==> src/design/fir_acc_pkg.sv <==
package fir_acc_pkg;

  // datapath widths
  localparam int SAMPLE_W = 12;
  localparam int TAP_W    = 12;
  localparam int RESULT_W = 31;
  localparam int MAX_TAPS = 8;
  localparam int NTAPS_W  = 4;
  localparam int LEN_W    = 16;

  // result buffer
  localparam int FIFO_DEPTH = 16;
  localparam int FIFO_AW    = $clog2(FIFO_DEPTH);

  // apb side, word address comes from paddr[6:2]
  localparam int ADDR_W  = 12;
  localparam int WADDR_W = 5;

  localparam logic [WADDR_W-1:0] ADDR_SAMPLE = 5'd1;
  localparam logic [WADDR_W-1:0] ADDR_RESULT = 5'd2;
  localparam logic [WADDR_W-1:0] ADDR_COUNT  = 5'd4;
  localparam logic [WADDR_W-1:0] ADDR_STATUS = 5'd5;
  localparam logic [WADDR_W-1:0] ADDR_NTAPS  = 5'd6;
  // taps 0..7 sit at consecutive words 7..14
  localparam logic [WADDR_W-1:0] ADDR_TAP0   = 5'd7;
  localparam logic [WADDR_W-1:0] ADDR_LENGTH = 5'd16;

  localparam logic [31:0] UNMAPPED_READ = 32'hFFFF_FFFF;

  typedef enum logic [1:0] {
    IDLE  = 2'd0,
    RUN   = 2'd1,
    DRAIN = 2'd2
  } seq_state_t;

endpackage

==> src/design/fir_cfg_if.sv <==
`timescale 1ns/1ps

interface fir_cfg_if;

  logic [fir_acc_pkg::MAX_TAPS-1:0][fir_acc_pkg::TAP_W-1:0] taps;
  logic [fir_acc_pkg::NTAPS_W-1:0]                          ntaps;
  logic [fir_acc_pkg::LEN_W-1:0]                            length;
  logic [fir_acc_pkg::SAMPLE_W-1:0]                         sample;
  // one cycle per written sample
  logic                                                     sample_wr;

  modport src (output taps, output ntaps, output length, output sample, output sample_wr);

  modport core (input taps, input ntaps, input length, input sample, input sample_wr);

endinterface

==> src/design/fir_seq_fsm.sv <==
`timescale 1ns/1ps

module fir_seq_fsm (
  input  logic    i_clk,
  input  logic    i_reset,
  input  logic    i_input_done,
  input  logic    i_drain_done,
  output logic    o_ce,
  output logic    o_flush,
  output logic    o_busy,
  fir_cfg_if.core cfg
);

  fir_acc_pkg::seq_state_t state;
  fir_acc_pkg::seq_state_t state_nxt;

  always_ff @(posedge i_clk or posedge i_reset)
  begin
    if (i_reset)
      state <= fir_acc_pkg::IDLE;
    else
      state <= state_nxt;
  end

  always_comb
  begin
    state_nxt = state;
    case (state)
      fir_acc_pkg::IDLE, fir_acc_pkg::RUN:
      begin
        // a single tap needs no drain steps
        if (i_input_done)
          state_nxt = (cfg.ntaps == fir_acc_pkg::NTAPS_W'(1)) ? fir_acc_pkg::IDLE
                                                               : fir_acc_pkg::DRAIN;
        else if (cfg.sample_wr)
          state_nxt = fir_acc_pkg::RUN;
      end
      fir_acc_pkg::DRAIN:
      begin
        if (i_drain_done)
          state_nxt = fir_acc_pkg::IDLE;
      end
      default: state_nxt = fir_acc_pkg::IDLE;
    endcase
  end

  // one step per sample, then free running with zero samples
  assign o_flush = (state == fir_acc_pkg::DRAIN);
  assign o_ce    = o_flush | cfg.sample_wr;
  assign o_busy  = (state != fir_acc_pkg::IDLE);

endmodule

==> src/flat_wrapper.sv <==
// flat-port wrapper written by rule: the top's interface ports become plain ports
module fir_seq_fsm_flat 
  (i_clk, i_reset, i_input_done, i_drain_done, o_ce, o_flush, o_busy, cfg_taps, cfg_ntaps, cfg_length, cfg_sample, cfg_sample_wr);
  fir_cfg_if cfg_i ();
  input  logic i_clk;
  input  logic i_reset;
  input  logic i_input_done;
  input  logic i_drain_done;
  output logic o_ce;
  output logic o_flush;
  output logic o_busy;
  input wire logic [$bits(cfg_i.taps)-1:0] cfg_taps;
  input wire logic [$bits(cfg_i.ntaps)-1:0] cfg_ntaps;
  input wire logic [$bits(cfg_i.length)-1:0] cfg_length;
  input wire logic [$bits(cfg_i.sample)-1:0] cfg_sample;
  input wire logic [$bits(cfg_i.sample_wr)-1:0] cfg_sample_wr;
  assign cfg_i.taps = cfg_taps;
  assign cfg_i.ntaps = cfg_ntaps;
  assign cfg_i.length = cfg_length;
  assign cfg_i.sample = cfg_sample;
  assign cfg_i.sample_wr = cfg_sample_wr;
  fir_seq_fsm u_core (.i_clk(i_clk), .i_reset(i_reset), .i_input_done(i_input_done), .i_drain_done(i_drain_done), .o_ce(o_ce), .o_flush(o_flush), .o_busy(o_busy), .cfg(cfg_i));
endmodule
==> config.mk <==
export PLATFORM = sky130hd
export DESIGN_NAME = fir_seq_fsm_flat
export DESIGN_NICKNAME = d
export VERILOG_FILES = /design/src/design/fir_acc_pkg.sv /design/src/design/fir_cfg_if.sv /design/src/design/fir_seq_fsm.sv /design/src/flat_wrapper.sv
export SDC_FILE = /design/constraint.sdc
export NUM_CORES = 1
export LEC_CHECK = 0
export CAP_MARGIN = 40
export CORE_AREA = 2 2 52 54
export CTS_CLUSTER_DIAMETER = 30
export DETAILED_ROUTE_END_ITERATION = 16
export DIE_AREA = 0 0 54 56
export DONT_BUFFER_PORTS = 1
export PLACE_DENSITY = 0.3
export SYNTH_ARGS = -nofsm -noshare
export SYNTH_HDL_FRONTEND = slang
export SYNTH_SLANG_ARGS = --single-unit
==> constraint.sdc <==
create_clock -name i_clk -period 1.2 [get_ports i_clk]
set_input_delay 0.06 -clock i_clk [delete_from_list [all_inputs] [get_ports i_clk]]
set_output_delay 0.06 -clock i_clk [all_outputs]
set_load 0.01 [all_outputs]
Yosys cells after proc, flatten, opt, wreduce, memory -nomap -nowiden
Cells that the tools add are included.
{"block": "classes", "mux": 5, "n_reduce_logical": 4, "eq_ne": 5, "bitwise_logic": 1}
{"operator": "$mux W2", "n": 4}
{"operator": "$eq A4 B1 Y1 const B", "n": 1}
{"operator": "$pmux W2 S2", "n": 1}
{"operator": "$ne A3 B3 Y1 const B", "n": 1}
{"operator": "$eq A2 B1 Y1 const B", "n": 1}
{"operator": "$eq A2 B2 Y1 const B", "n": 1}
{"operator": "$logic_not A2 Y1", "n": 1}
{"operator": "$ne A2 B2 Y1 const B", "n": 1}
{"operator": "$reduce_and A2 Y1", "n": 1}
{"operator": "$reduce_bool A2 Y1", "n": 1}
{"operator": "$reduce_or A2 Y1", "n": 1}
{"operator": "$or A1 B1 Y1", "n": 1}
{"block": "totals", "register_bits": 2}

Logic depth before layout (Yosys ltp)
Gate-level depths: netlist (run 1).
{"block": "logic_depth", "depth_word": 4, "ltp_mapped": 2, "ltp_nobuf": 2}

Worst setup path after synthesis (run 1)
Ideal clock, no wire load.
{"block": "synth_path", "kind": "flip-flop to flip-flop", "start": "register u_core.state[0]", "end": "register u_core.state[1]", "path_slack_ps": 476, "path_stages_with_launch": 3, "synth_period_minus_slack_ps": 724, "t_arrival_ps": 624, "setup_time_ps": 101, "cell_sequence": "dfrtp_1 -> nand2b_1 -> o32ai_1"}
{"block": "synth_between", "elab_chain_cells": 4}
{"element": "start: declaration", "line": "fir_seq_fsm.sv:14", "rtl": "fir_acc_pkg::seq_state_t state;"}
{"element": "start signal: assignment", "line": "fir_seq_fsm.sv:20", "rtl": "state <= fir_acc_pkg::IDLE;"}
{"element": "start signal: assignment", "line": "fir_seq_fsm.sv:22", "rtl": "state <= state_nxt;"}
{"element": "$eq A2 B1 Y1 / $logic_not A2 Y1 (equally long branches)", "line": "fir_seq_fsm.sv:28", "rtl": "case (state)"}
{"element": "$reduce_or A2 Y1", "line": "fir_seq_fsm.sv:28"}
{"element": "$ne A3 B3 Y1 (no line)"}
{"element": "$reduce_and A2 Y1 (no line)"}
Several ways; a longest one is shown, not always the timed one.
A chain may end at the register's enable or synchronous reset.

Worst setup path in the final report (run 1)
{"block": "layout_path", "start": "register u_core.state[0]", "end": "output o_ce"}
{"block": "layout_between", "elab_chain_cells": 2}
{"element": "$eq A2 B2 Y1", "line": "fir_seq_fsm.sv:48", "rtl": "assign o_flush = (state == fir_acc_pkg::DRAIN);"}
{"element": "$or A1 B1 Y1", "line": "fir_seq_fsm.sv:49", "rtl": "assign o_ce = o_flush | cfg.sample_wr;"}
{"element": "end: declaration", "line": "flat_wrapper.sv:9", "rtl": "output logic o_ce;"}
Every way passes these cells.

==> results by group, run 1 <==
Routing
  • Drt total wl: 437 um
  • Total vias in the final route: 114
  • DRT iter0 DRCs: 0
  • DRC: 0
  • Drt via density: 2.375
  • Antenna Nets Post-Route: 0
  • WL/cell: 9.104 um
  • Drt first pass iters: 1

Floorplanning
  • Die height: 56 um
  • Core area: 0.002432 mm^2
  • Die ar.: 0.003024 mm^2
  • Initial Utilization: 4.990%
  • Rows: 18
  • # IOs: 136
  • Die W: 54 um

STA
  • Tcrit/Tclk final: 81.48%
  • Fin crit period: 977.7 ps
  • Measured slew at the worst slew-check pin: 233.0 ps
  • Clk_skew: 3.505 ps
  • PnR worst setup slack: 222.3 ps
  • Fin. max-slew vios: 0
  • Final setup viols: 0
  • Final Hold Vio Count: 0
  • Final TNS setup: 0 ps
  • RSZ-0062 raised after global routing: no
  • Worst rel slew slack: 84.42%
  • F_max: 1.023 GHz

Critical path
  • CP endpoint kind: primary output
  • R2r endpoint: u_core.state[1]
  • R2R Path Start: u_core.state[0]
  • R2R cell count: 2
  • Peak fanout along the critical path: 3
  • WP data required: 1140 ps
  • Crit path DAT: 920 ps
  • Worst setup path class: flip-flop to primary output
  • Crit path launch type: flip-flop
  • Worst reg2reg setup slack: 400 ps

Clock network
  • Skew-Pair Late Insertion Delay: 230 ps
  • CTS buffer count: 3
  • CTS Buffer Depth: 2
  • CTS Sinks: 2
  • Reg clk slew, reported paths: 30 ps
  • CTS Hold Buffers Added: 3
  • CTS root buf: clkbuf_4
  • CTS tree: yes
  • Post-CTS setup buffer count: 0
  • Htree depth: 1
  • PostCTS Resize Cnt: 0

Worst hold path
  • WHS Endpoint: u_core.state[0]
  • Worst min path class: primary input to flip-flop
  • Hold path start: cfg_sample_wr
  • Hold path cells: 2

Job
  • Max-cap viol count: 0

Power and ir drop
  • Maximum vdd drop: 309.7 uV
  • Logic pwr share: 17.4%
  • Internal Power: 210.5 uW
  • Pwr Density: 1359 mW/mm^2
  • Switching Share: 26.76%
  • Reg power frac: 29.6%
  • Clock power frac: 53.0%
  • Post-layout power: 287.4 uW
  • Pleak: 0.00008989 uW
  • Net Sw Power: 76.89 uW

Cells and area
  • Non-Filler Instances: 48
  • Util after Layout: 8.693%
  • # diodes: 0
  • Multi-input logic area: 60.06 um^2
  • Max reg flops: 2
  • Layout area overhead: 74.23%
  • FILL cells: 285
  • Reg area: 50.05 um^2
  • Nets: 153
  • Largest registers: u_core.state x2
  • Layout cells sized above 1: 22.22%
  • Top reg by flops: u_core.state

Logic synthesis
  • Yosys cell types: 8
  • #FFs+latches synth: 2
  • Post-Synthesis Cells: 12
  • YS warnings: 0
  • Synthesized Nets: 145
  • Mapped Area: 121.4 um^2
  • Sequential share of the synthesized area: 41.24%
  • Mean Syn Cell Area: 10.11 um^2

Global routing
  • First-pass GRT wire length: 607 um
  • Congestion Overflow GR: 0
  • Vias in the first global route: 160
  • Initial antenna violation count: 0
  • Global Route Usage Sum: 3.592%
  • Largest net degree at the start of global routing: 5

Place
  • Post-place setup slack: 427.3 ps
  • Port Buffer Count: 0
  • Gpl congestion: 0.5595
  • Inst Count DP: 42

Run status
  • Status: completed
==> per-stage QoR <==
| stage | hold WS [ps] | cell area (um^2) |
|---|---|---|
| after floorplan | -198.8 | 121.4 |
| after global placement | -186.4 | 158.9 |
| after detailed placement | -189.9 | 158.9 |
| after CTS | 0.3982 | 211.5 |
| after global routing | 13.27 | 211.5 |
| final | 6.417 | 211.5 |
==> synthesized netlist by cell type <==
library cell	count	area [um^2]
nor4b_4	1	23.77
nand2b_1	2	12.51
inv_1	3	11.26
dfrtp_1	2	50.05
o32ai_1	1	8.760
nor3_1	1	5.000
nor2_1	1	3.750
or2_1	1	6.260
==> worst max-delay path, stage by stage (launching register included) <==
cell      delay [ps]
dfrtp_1          370
nand2b_1         190
nand2b_1         140
==> per-layer routing <==
layer,up-vias,GRT usage [%],wire length (um)
met4,0,5.357,4
met2,10,5.401,243
met1,51,2.262,126
met3,2,2.151,62
met5,-,0,0
li1,51,-,-
==> layout make-up <==
type | count | share of cell area [%]
flip-flops and latches | 2 | 23.67
repair buffers | 3 | 14.20
inverters | 3 | 5.325
well taps | 30 | 17.75
multi-input cells | 7 | 28.40
clock buffers | 3 | 10.65
==> worst max-delay path by stage <==
stage	slack, ps	to	cells past startpoint	start
after floorplan	480	u_core.state[1]	2	u_core.state[0]
after global placement	420	u_core.state[1]	2	u_core.state[0]
after detailed placement	430	u_core.state[1]	2	u_core.state[0]
after CTS	210	o_ce	2	u_core.state[0]
after global routing	170	o_ce	2	u_core.state[0]
final	220	o_ce	2	u_core.state[0]
==> cell families (layout without fill, tap and decap cells) <==
family	after synthesis	after routing	share of synthesized area, %
and+or+nand+nor	6	6	42.26
buffers and inverters	3	9	9.278
DFF	2	2	41.24
AOI/OAI and AO/OA	1	1	7.218
==> placed cells by master, fill, tap and decap left out, drive strengths merged <==
| cell type | n |
|---|---|
| clkbuf | 3 |
| dfrtp | 2 |
| dlygate4sd3 | 3 |
| inv | 3 |
| nand2b | 2 |
| nor2 | 1 |
| nor3 | 1 |
| nor4b | 1 |
| o32ai | 1 |
| or2 | 1 |
==> power groups by stage <==
| stage | sequential (uW) | clock (uW) | combinational [uW] |
|---|---|---|---|
| finish | 85.0 | 152 | 50.1 |
| global route | 86.7 | 170 | 53.2 |
| CTS | 84.8 | 162 | 49.3 |
| detailed placement | 85.6 | 0 | 41.1 |
| global placement | 86.2 | 0 | 41.1 |
| floorplan | 83.3 | 0 | 36.8 |
Note: power is estimated with default switching activity, not from simulation.
==> run 2: changes to the inputs <==
Settings changed: ABC_AREA from default to 1.
Clock period 1.2 ns to 0.8 ns, I/O delays scaled along.
==> run 2 against run 1 <==
The flow now finishes with violations (negative setup slack). Sequential power is 54% higher. Power is 66% higher. Die area stayed put.
==> results by group, run 2 <==
Floorplanning
  • # IOs: 136 (unchanged)
  • Die W: 54 um (unchanged)
  • Initial Utilization: 5.556% (+0.57 points)
  • Rows: 18 (unchanged)
  • Core area: 0.002432 mm^2 (unchanged)
  • Die height: 56 um (unchanged)
  • Die ar.: 0.003024 mm^2 (unchanged)

Logic synthesis
  • Top post-synthesis cells by count: nand2_1, inv_1, nor2_1
  • Mapped Area: 135.1 um^2 (+11%)
  • Count leader, synth: nand2_1
  • Synth area leaders: dfrtp_1, nand2_1, inv_1, nor2_1, nor2_4
  • #FFs+latches synth: 2 (unchanged)
  • Yosys top cell by area: dfrtp_1
  • Post-synth ARST share: 100.0% (unchanged)
  • YS warnings: 0 (unchanged)
  • Synthesized Nets: 154 (+6.2%)
  • Yosys cell types: 8 (unchanged)
  • Post-Synthesis Cells: 21 (+9)
  • Ys flop type: dfrtp_1
  • Post-synth top area share: 37.04% (-4.2 points)
  • Mean Syn Cell Area: 6.435 um^2 (-36%)
  • Sequential share of the synthesized area: 37.04% (-4.2 points)
  • Post-synth EDFFs: 0 (unchanged)

STA
  • Final setup viols: 3 (+3)
  • Measured slew at the worst slew-check pin: 177.2 ps (-55.79 ps)
  • PnR worst setup slack: -112.0 ps (-334.3 ps)
  • Fin crit period: 912.0 ps
  • Hold_ws: 10.16 ps (+3.746 ps)
  • Fin. max-slew vios: 0 (unchanged)
  • Final TNS setup: -265.8 ps (-265.8 ps)
  • Final Hold Vio Count: 0 (unchanged)
  • Worst rel slew slack: 88.18% (+3.8 points)
  • RSZ-0062 raised after global routing: yes
  • F_max: 1.096 GHz
  • Tcrit/Tclk final: 114.0%
  • Clk_skew: 3.782 ps (+0.2764 ps)

Global routing
  • Met1 usage: 3.865% (+1.6 points)
  • Global Route Usage Sum: 3.325% (-0.27 points)
  • GRT Max-Usage Layer: met2
  • First-pass GRT wire length: 655 um (+7.9%)
  • Congestion Overflow GR: 0 (unchanged)
  • Largest net degree at the start of global routing: 5 (unchanged)
  • Initial antenna violation count: 0 (unchanged)
  • GR Util met3: 3.495% (+1.3 points)
  • Vias in the first global route: 153 (-4.4%)
  • Global-route track usage on met2: 4.007% (-1.4 points)

Clock network
  • CTS Buffer Depth: 2 (unchanged)
  • CTS root buf: clkbuf_4
  • Htree depth: 1 (unchanged)
  • CTS Sinks: 2 (unchanged)
  • Reg clk slew, reported paths: 30 ps (about the same)
  • CTS tree: yes
  • Post-CTS setup buffer count: 0 (unchanged)
  • CTS buffer count: 3 (unchanged)
  • Skew-Pair Late Insertion Delay: 220 ps (about the same)

Cells and area
  • # diodes: 0 (unchanged)
  • FILL cells: 296 (+3.9%)
  • Layout cells sized above 1: 35.71% (+13 points)
  • Top reg by flops: u_core.state
  • Max reg flops: 2 (unchanged)
  • Layout area overhead: 78.70%
  • Most frequent cells in the layout: nand2_1, inv_1, nor2_1, clkbuf_4, dlygate4sd3_1
  • Post-route cell area: 241.5 um^2 (+14%)
  • Most common cell after layout, fill and taps aside: nand2_1
  • Largest registers: u_core.state x2
  • Nets: 163 (+6.5%)

Critical path
  • Crit path DAT: 870 ps (-50 ps)
  • Worst setup path class: flip-flop to primary output
  • CP endpoint kind: primary output
  • Peak fanout along the critical path: 4 (+1)
  • WP data required: 760 ps (-380 ps)
  • Crit path launch type: flip-flop

Place
  • Post-place setup slack: 63.81 ps (-363.5 ps)
  • Gpl congestion: 0.6865 (+23%)
  • Hpwl dp: 310.6 um
  • Port Buffer Count: 0 (unchanged)
  • Instance area after placement: 180.2 um^2 (+13%)

Routing
  • DRC: 0 (unchanged)
  • DRT iter0 DRCs: 3 (+3)
  • WL/cell: 6.845 um (-25%)
  • Antenna Nets Post-Route: 0 (unchanged)
  • Total vias in the final route: 136 (+19%)
  • Drt first pass iters: 4 (+3)
  • Drt via density: 2.345 (-1.3%)
  • Drt total wl: 397 um (-9.2%)

Job
  • Max-cap viol count: 0 (unchanged)

Power and ir drop
  • Pleak: 0.0001167 uW (+30%)
  • Maximum vdd drop: 1098 uV (+250%)
  • Pwr Density: 1980 mW/mm^2 (+46%)

Worst hold path
  • Worst min path class: primary input to flip-flop

Run status
  • Failing checks: negative setup slack
  • Status: finished with violations
-- run 2: cell count changes after synthesis, sizes merged, moves of 2 or more --
cell    delta
nor2       +3
nand2      +6
inv        +4
nand2b     -2
-- run 2: worst max-delay path: stages (launching register included) --
cell and delay, ps:
dfrtp_1 350, inv_2 70, nor2_4 120, buf_6 110
-- run 2: kinds of logic after synthesis --
group                  after synthesis  share of synthesized area, %
AND/OR/NAND/NOR                     10                         33.33
buffers and inverters                7                         19.45
flip-flops                           2                         37.04
AO/OA/AOI/OAI                        2                         10.18
-- run 2: repair_timing --
action,in CTS,in global routing
gates resized for setup,2,1
setup endpoints to repair,3,3
hold buffers,3,0
pin swaps,1,0
hold endpoints to repair,4,0
-- run 2: worst paths after layout --
path,to,cells after the start,from,slack (ps)
max in group asynchronous,u_core.state[0],2,i_reset,570
worst min-delay path,u_core.state[0],3,i_input_done,10
worst max register to register,u_core.state[1],4,u_core.state[1],50
worst max-delay path,o_flush,3,u_core.state[1],-110
worst min register to register,u_core.state[1],3,u_core.state[1],550
min in group asynchronous,u_core.state[0],2,i_reset,110
-- run 2: area by class of cell --
cell class / instances / area, um^2 / area share (%)
Clock buffer: 3 / 22.52 / 9.326
Timing Repair Buffer: 4 / 41.29 / 17.10
Tap cell: 30 / 37.54 / 15.54
Inverter: 7 / 26.28 / 10.88
Multi-Input combinational cell: 12 / 62.56 / 25.91
Sequential cell: 2 / 51.30 / 21.24
-- run 2: stage by stage --
stage | util (%) | std cells | power (uW)
after CTS | 9.877 | 58 | 489.2
final | 9.928 | 58 | 478.2
after global routing | 9.928 | 58 | 523.8
after floorplan | - | 21 | 203.4
after global placement | 7.407 | 52 | 234.2
after detailed placement | 7.407 | 52 | 234.3
-- run 2: report_power, final --
part | switching (uW) | total, uW | internal [uW] | leakage, uW
clock | 55.8 | 221 | 165 | 0.0000138
combinational | 71.3 | 126 | 55.1 | 0.0000789
sequential | 13.8 | 131 | 117 | 0.0000240
-- run 2: metal layers --
metal | share of wire [%] | up-vias
li1 | - | 74
met1 | 49 | 54
met2 | 41 | 8
met3 | 11 | 0
met4 | 0 | 0
met5 | 0 | -
==> run 3: changes to the inputs <==
Settings changed: BUFFER_PORTS_ARGS from default to -buffer_cell sky130_fd_sc_hd__buf_2, CORE_AREA 2 2 52 54 to 2 2 53 55, CTS_BUF_LIST from default to sky130_fd_sc_hd__clkbuf_16, DIE_AREA 0 0 54 56 to 0 0 55 57, DONT_BUFFER_PORTS 1 to default, PLACE_DENSITY 0.3 to 0.7.
==> run 3 against run 2 <==
Largest power group unchanged. Routed wire length grew 1.5%. Final cell count up 16%. Final area up 37%. The flow still finishes with violations (negative setup slack). Die area rose by 3.7%. First-iteration DRC count down 100%. Setup slack got worse by 33 ps. Largest cell class is now buffers. Critical path type unchanged. Combinational power rose by 30%. Clock power rose to 3.4 times the previous value. Maximum frequency down 3.5%. Power up 120%. Global-route usage increased by 0.20 points.
==> results by group, run 3 (synthesis results as in run 2) <==
Run status
  • Status: finished with violations
  • Failing checks: negative setup slack

Cells and area
  • Max reg flops: 2 (unchanged)
  • Most frequent cells in the layout: buf_2, nand2_1, inv_1, nor2_1, clkbuf_16
  • FILL cells: 316 (+6.8%)
  • Top reg by flops: u_core.state
  • Largest registers: u_core.state x2
  • Multi-input logic area: 62.56 um^2 (unchanged)
  • Reg area: 50.05 um^2 (-2.4%)
  • Nets: 171 (+4.9%)
  • Layout area overhead: 144.4%
  • # diodes: 0 (unchanged)
  • Layout cells sized above 1: 52.78% (+17 points)
  • Post-route cell area: 330.3 um^2 (+37%)
  • Most common cell after layout, fill and taps aside: buf_2

Power and ir drop
  • Clock power frac: 71.8% (+26 points)
  • Switching Share: 19.38% (-10 points)
  • Maximum vdd drop: 1446 uV (+32%)
  • Net Sw Power: 200.9 uW (+43%)
  • Pwr Density: 3138 mW/mm^2 (+58%)
  • Logic pwr share: 15.8% (-11 points)
  • Pleak: 0.0001739 uW (+49%)
  • Reg power frac: 12.4% (-15 points)
  • Internal Power: 835.6 uW (+150%)

Critical path
  • Delay-heaviest family, CP: flip-flops
  • Critical path origin: u_core.state[0]
  • Crit path DAT: 900 ps (+30 ps)
  • R2R Path Start: u_core.state[1]
  • Worst setup path class: flip-flop to primary output
  • CP Cell Sequence: inv_2 -> nand2_1 -> buf_6
  • CP endpoint kind: primary output
  • WP data required: 760 ps (about the same)
  • CP peak stage delay: 420 ps (+70 ps)
  • Worst reg2reg setup slack: 60 ps (about the same)
  • Peak fanout along the critical path: 3 (-1)
  • Crit path max-delay cell type: dfrtp_1
  • Buf/Inv on CP: 2 (unchanged)
  • Crit path launch type: flip-flop

Global routing
  • Global Route Usage Sum: 3.521% (+0.20 points)
  • Initial antenna violation count: 0 (unchanged)
  • Congestion Overflow GR: 0 (unchanged)
  • Vias in the first global route: 175 (+14%)
  • First-pass GRT wire length: 641 um (-2.1%)
  • Largest net degree at the start of global routing: 5 (unchanged)

Job
  • Max-cap viol count: 0 (unchanged)

Routing
  • Drt via density: 2.522 (+7.6%)
  • DRC: 0 (unchanged)
  • Drt first pass iters: 1 (-3)
  • Drt total wl: 403 um (+1.5%)
  • Antenna Nets Post-Route: 0 (unchanged)
  • DRT iter0 DRCs: 0 (-3)
  • Total vias in the final route: 169 (+24%)
  • WL/cell: 6.015 um (-12%)

Clock network
  • CTS root buf: clkbuf_16
  • CTS Buffer Depth: 2 (unchanged)
  • Htree depth: 1 (unchanged)
  • Post-CTS setup buffer count: 0 (unchanged)
  • CTS buffer count: 3 (unchanged)
  • CTS tree: yes
  • Skew-Pair Late Insertion Delay: 220 ps (about the same)
  • CTS Sinks: 2 (unchanged)
  • Reg clk slew, reported paths: 30 ps (about the same)

STA
  • Tcrit/Tclk final: 118.1% (+4.1 points)
  • Fin crit period: 945.0 ps (+32.96 ps)
  • RSZ-0062 raised after global routing: yes
  • Final Hold Vio Count: 0 (unchanged)
  • Final setup viols: 3 (unchanged)
  • PnR worst setup slack: -145.0 ps (-32.96 ps)
  • Final TNS setup: -392.9 ps (-127.1 ps)
  • F_max: 1.058 GHz (-3.5%)
  • Clk_skew: 0.1767 ps (-3.605 ps)
  • Measured slew at the worst slew-check pin: 179.9 ps (+2.631 ps)
  • Worst rel slew slack: 88.01% (-0.17 points)
  • Fin. max-slew vios: 0 (unchanged)

Floorplanning
  • Die height: 57 um (+1.8%)
  • # IOs: 136 (unchanged)
  • Die W: 55 um (+1.9%)
  • Initial Utilization: 5.167% (-0.39 points)
  • Rows: 19 (+1)
  • Core area: 0.002615 mm^2 (+7.5%)
  • Die ar.: 0.003135 mm^2 (+3.7%)

Worst hold path
  • Hold path start: i_drain_done
  • Worst min path class: primary input to flip-flop

Place
  • Hpwl dp: 298.2 um (-4.0%)
  • Gpl congestion: 0.6326 (-7.9%)
  • Instance area after placement: 229.0 um^2 (+27%)
  • Port Buffer Count: 11 (+11)
-- run 3: power by group through the flow --
| stage | registers (uW) | logic, uW | clock network [uW] |
|---|---|---|---|
| CTS | 128 | 147 | 758 |
| global placement | 129 | 125 | 0 |
| finish | 128 | 164 | 744 |
| floorplan | 128 | 75.5 | 0 |
| global route | 130 | 183 | 767 |
| detailed placement | 129 | 127 | 0 |
-- run 3: area by class of cell --
| type | count | area share, % |
|---|---|---|
| well taps | 31 | 11.74 |
| clock buffers | 3 | 22.73 |
| multi-input cells | 12 | 18.94 |
| flip-flops and latches | 2 | 15.15 |
| repair buffers | 12 | 23.48 |
| inverters | 7 | 7.955 |
-- run 3: metrics by stage --
| stage | worst slack [ps] | utilization, % | hold WS (ps) | power [uW] | instances |
|---|---|---|---|---|---|
| floorplan | 83.51 | - | -218.8 | 203.4 | 21 |
| global placement | 65.14 | 8.756 | -109.8 | 253.5 | 63 |
| detailed placement | 66.63 | 8.756 | -102.7 | 255.9 | 63 |
| CTS | -158.0 | 12.25 | 76.57 | 1032 | 67 |
| global route | -190.0 | 12.63 | 100.4 | 1080 | 67 |
| finish | -145.0 | 12.63 | 69.42 | 1037 | 67 |
-- run 3: metal layers --
layer  vias up  part of all wire (%)  wire length [um]  GRT usage, %
met1        70                    36               145         2.581
li1         89                     -                 -             -
met4         0                   3.7                15         6.272
met3         2                    10                42         2.094
met2         8                    50               200         4.422
met5         -                     0                 0             0
-- run 3: worst min-delay path, cell delays in order --
cell and delay, ps:
buf_2 80, inv_1 30, nand2_1 50, nand2_1 40
-- run 3: repair_timing --
| item | CTS | global route |
|---|---|---|
| pin swaps | 2 | 0 |
| setup endpoints to repair | 3 | 3 |
| hold buffers | 1 | 0 |
| endpoints found under the hold margin | 2 | 0 |
| gates resized for setup | 1 | 2 |
-- run 3: worst paths after layout --
path,to,depth (start not counted)
worst max-delay path,o_busy,3
worst min-delay path,u_core.state[1],4
worst max register to register,u_core.state[1],4
worst min register to register,u_core.state[1],3
max in group asynchronous,u_core.state[0],3
min in group asynchronous,u_core.state[1],3
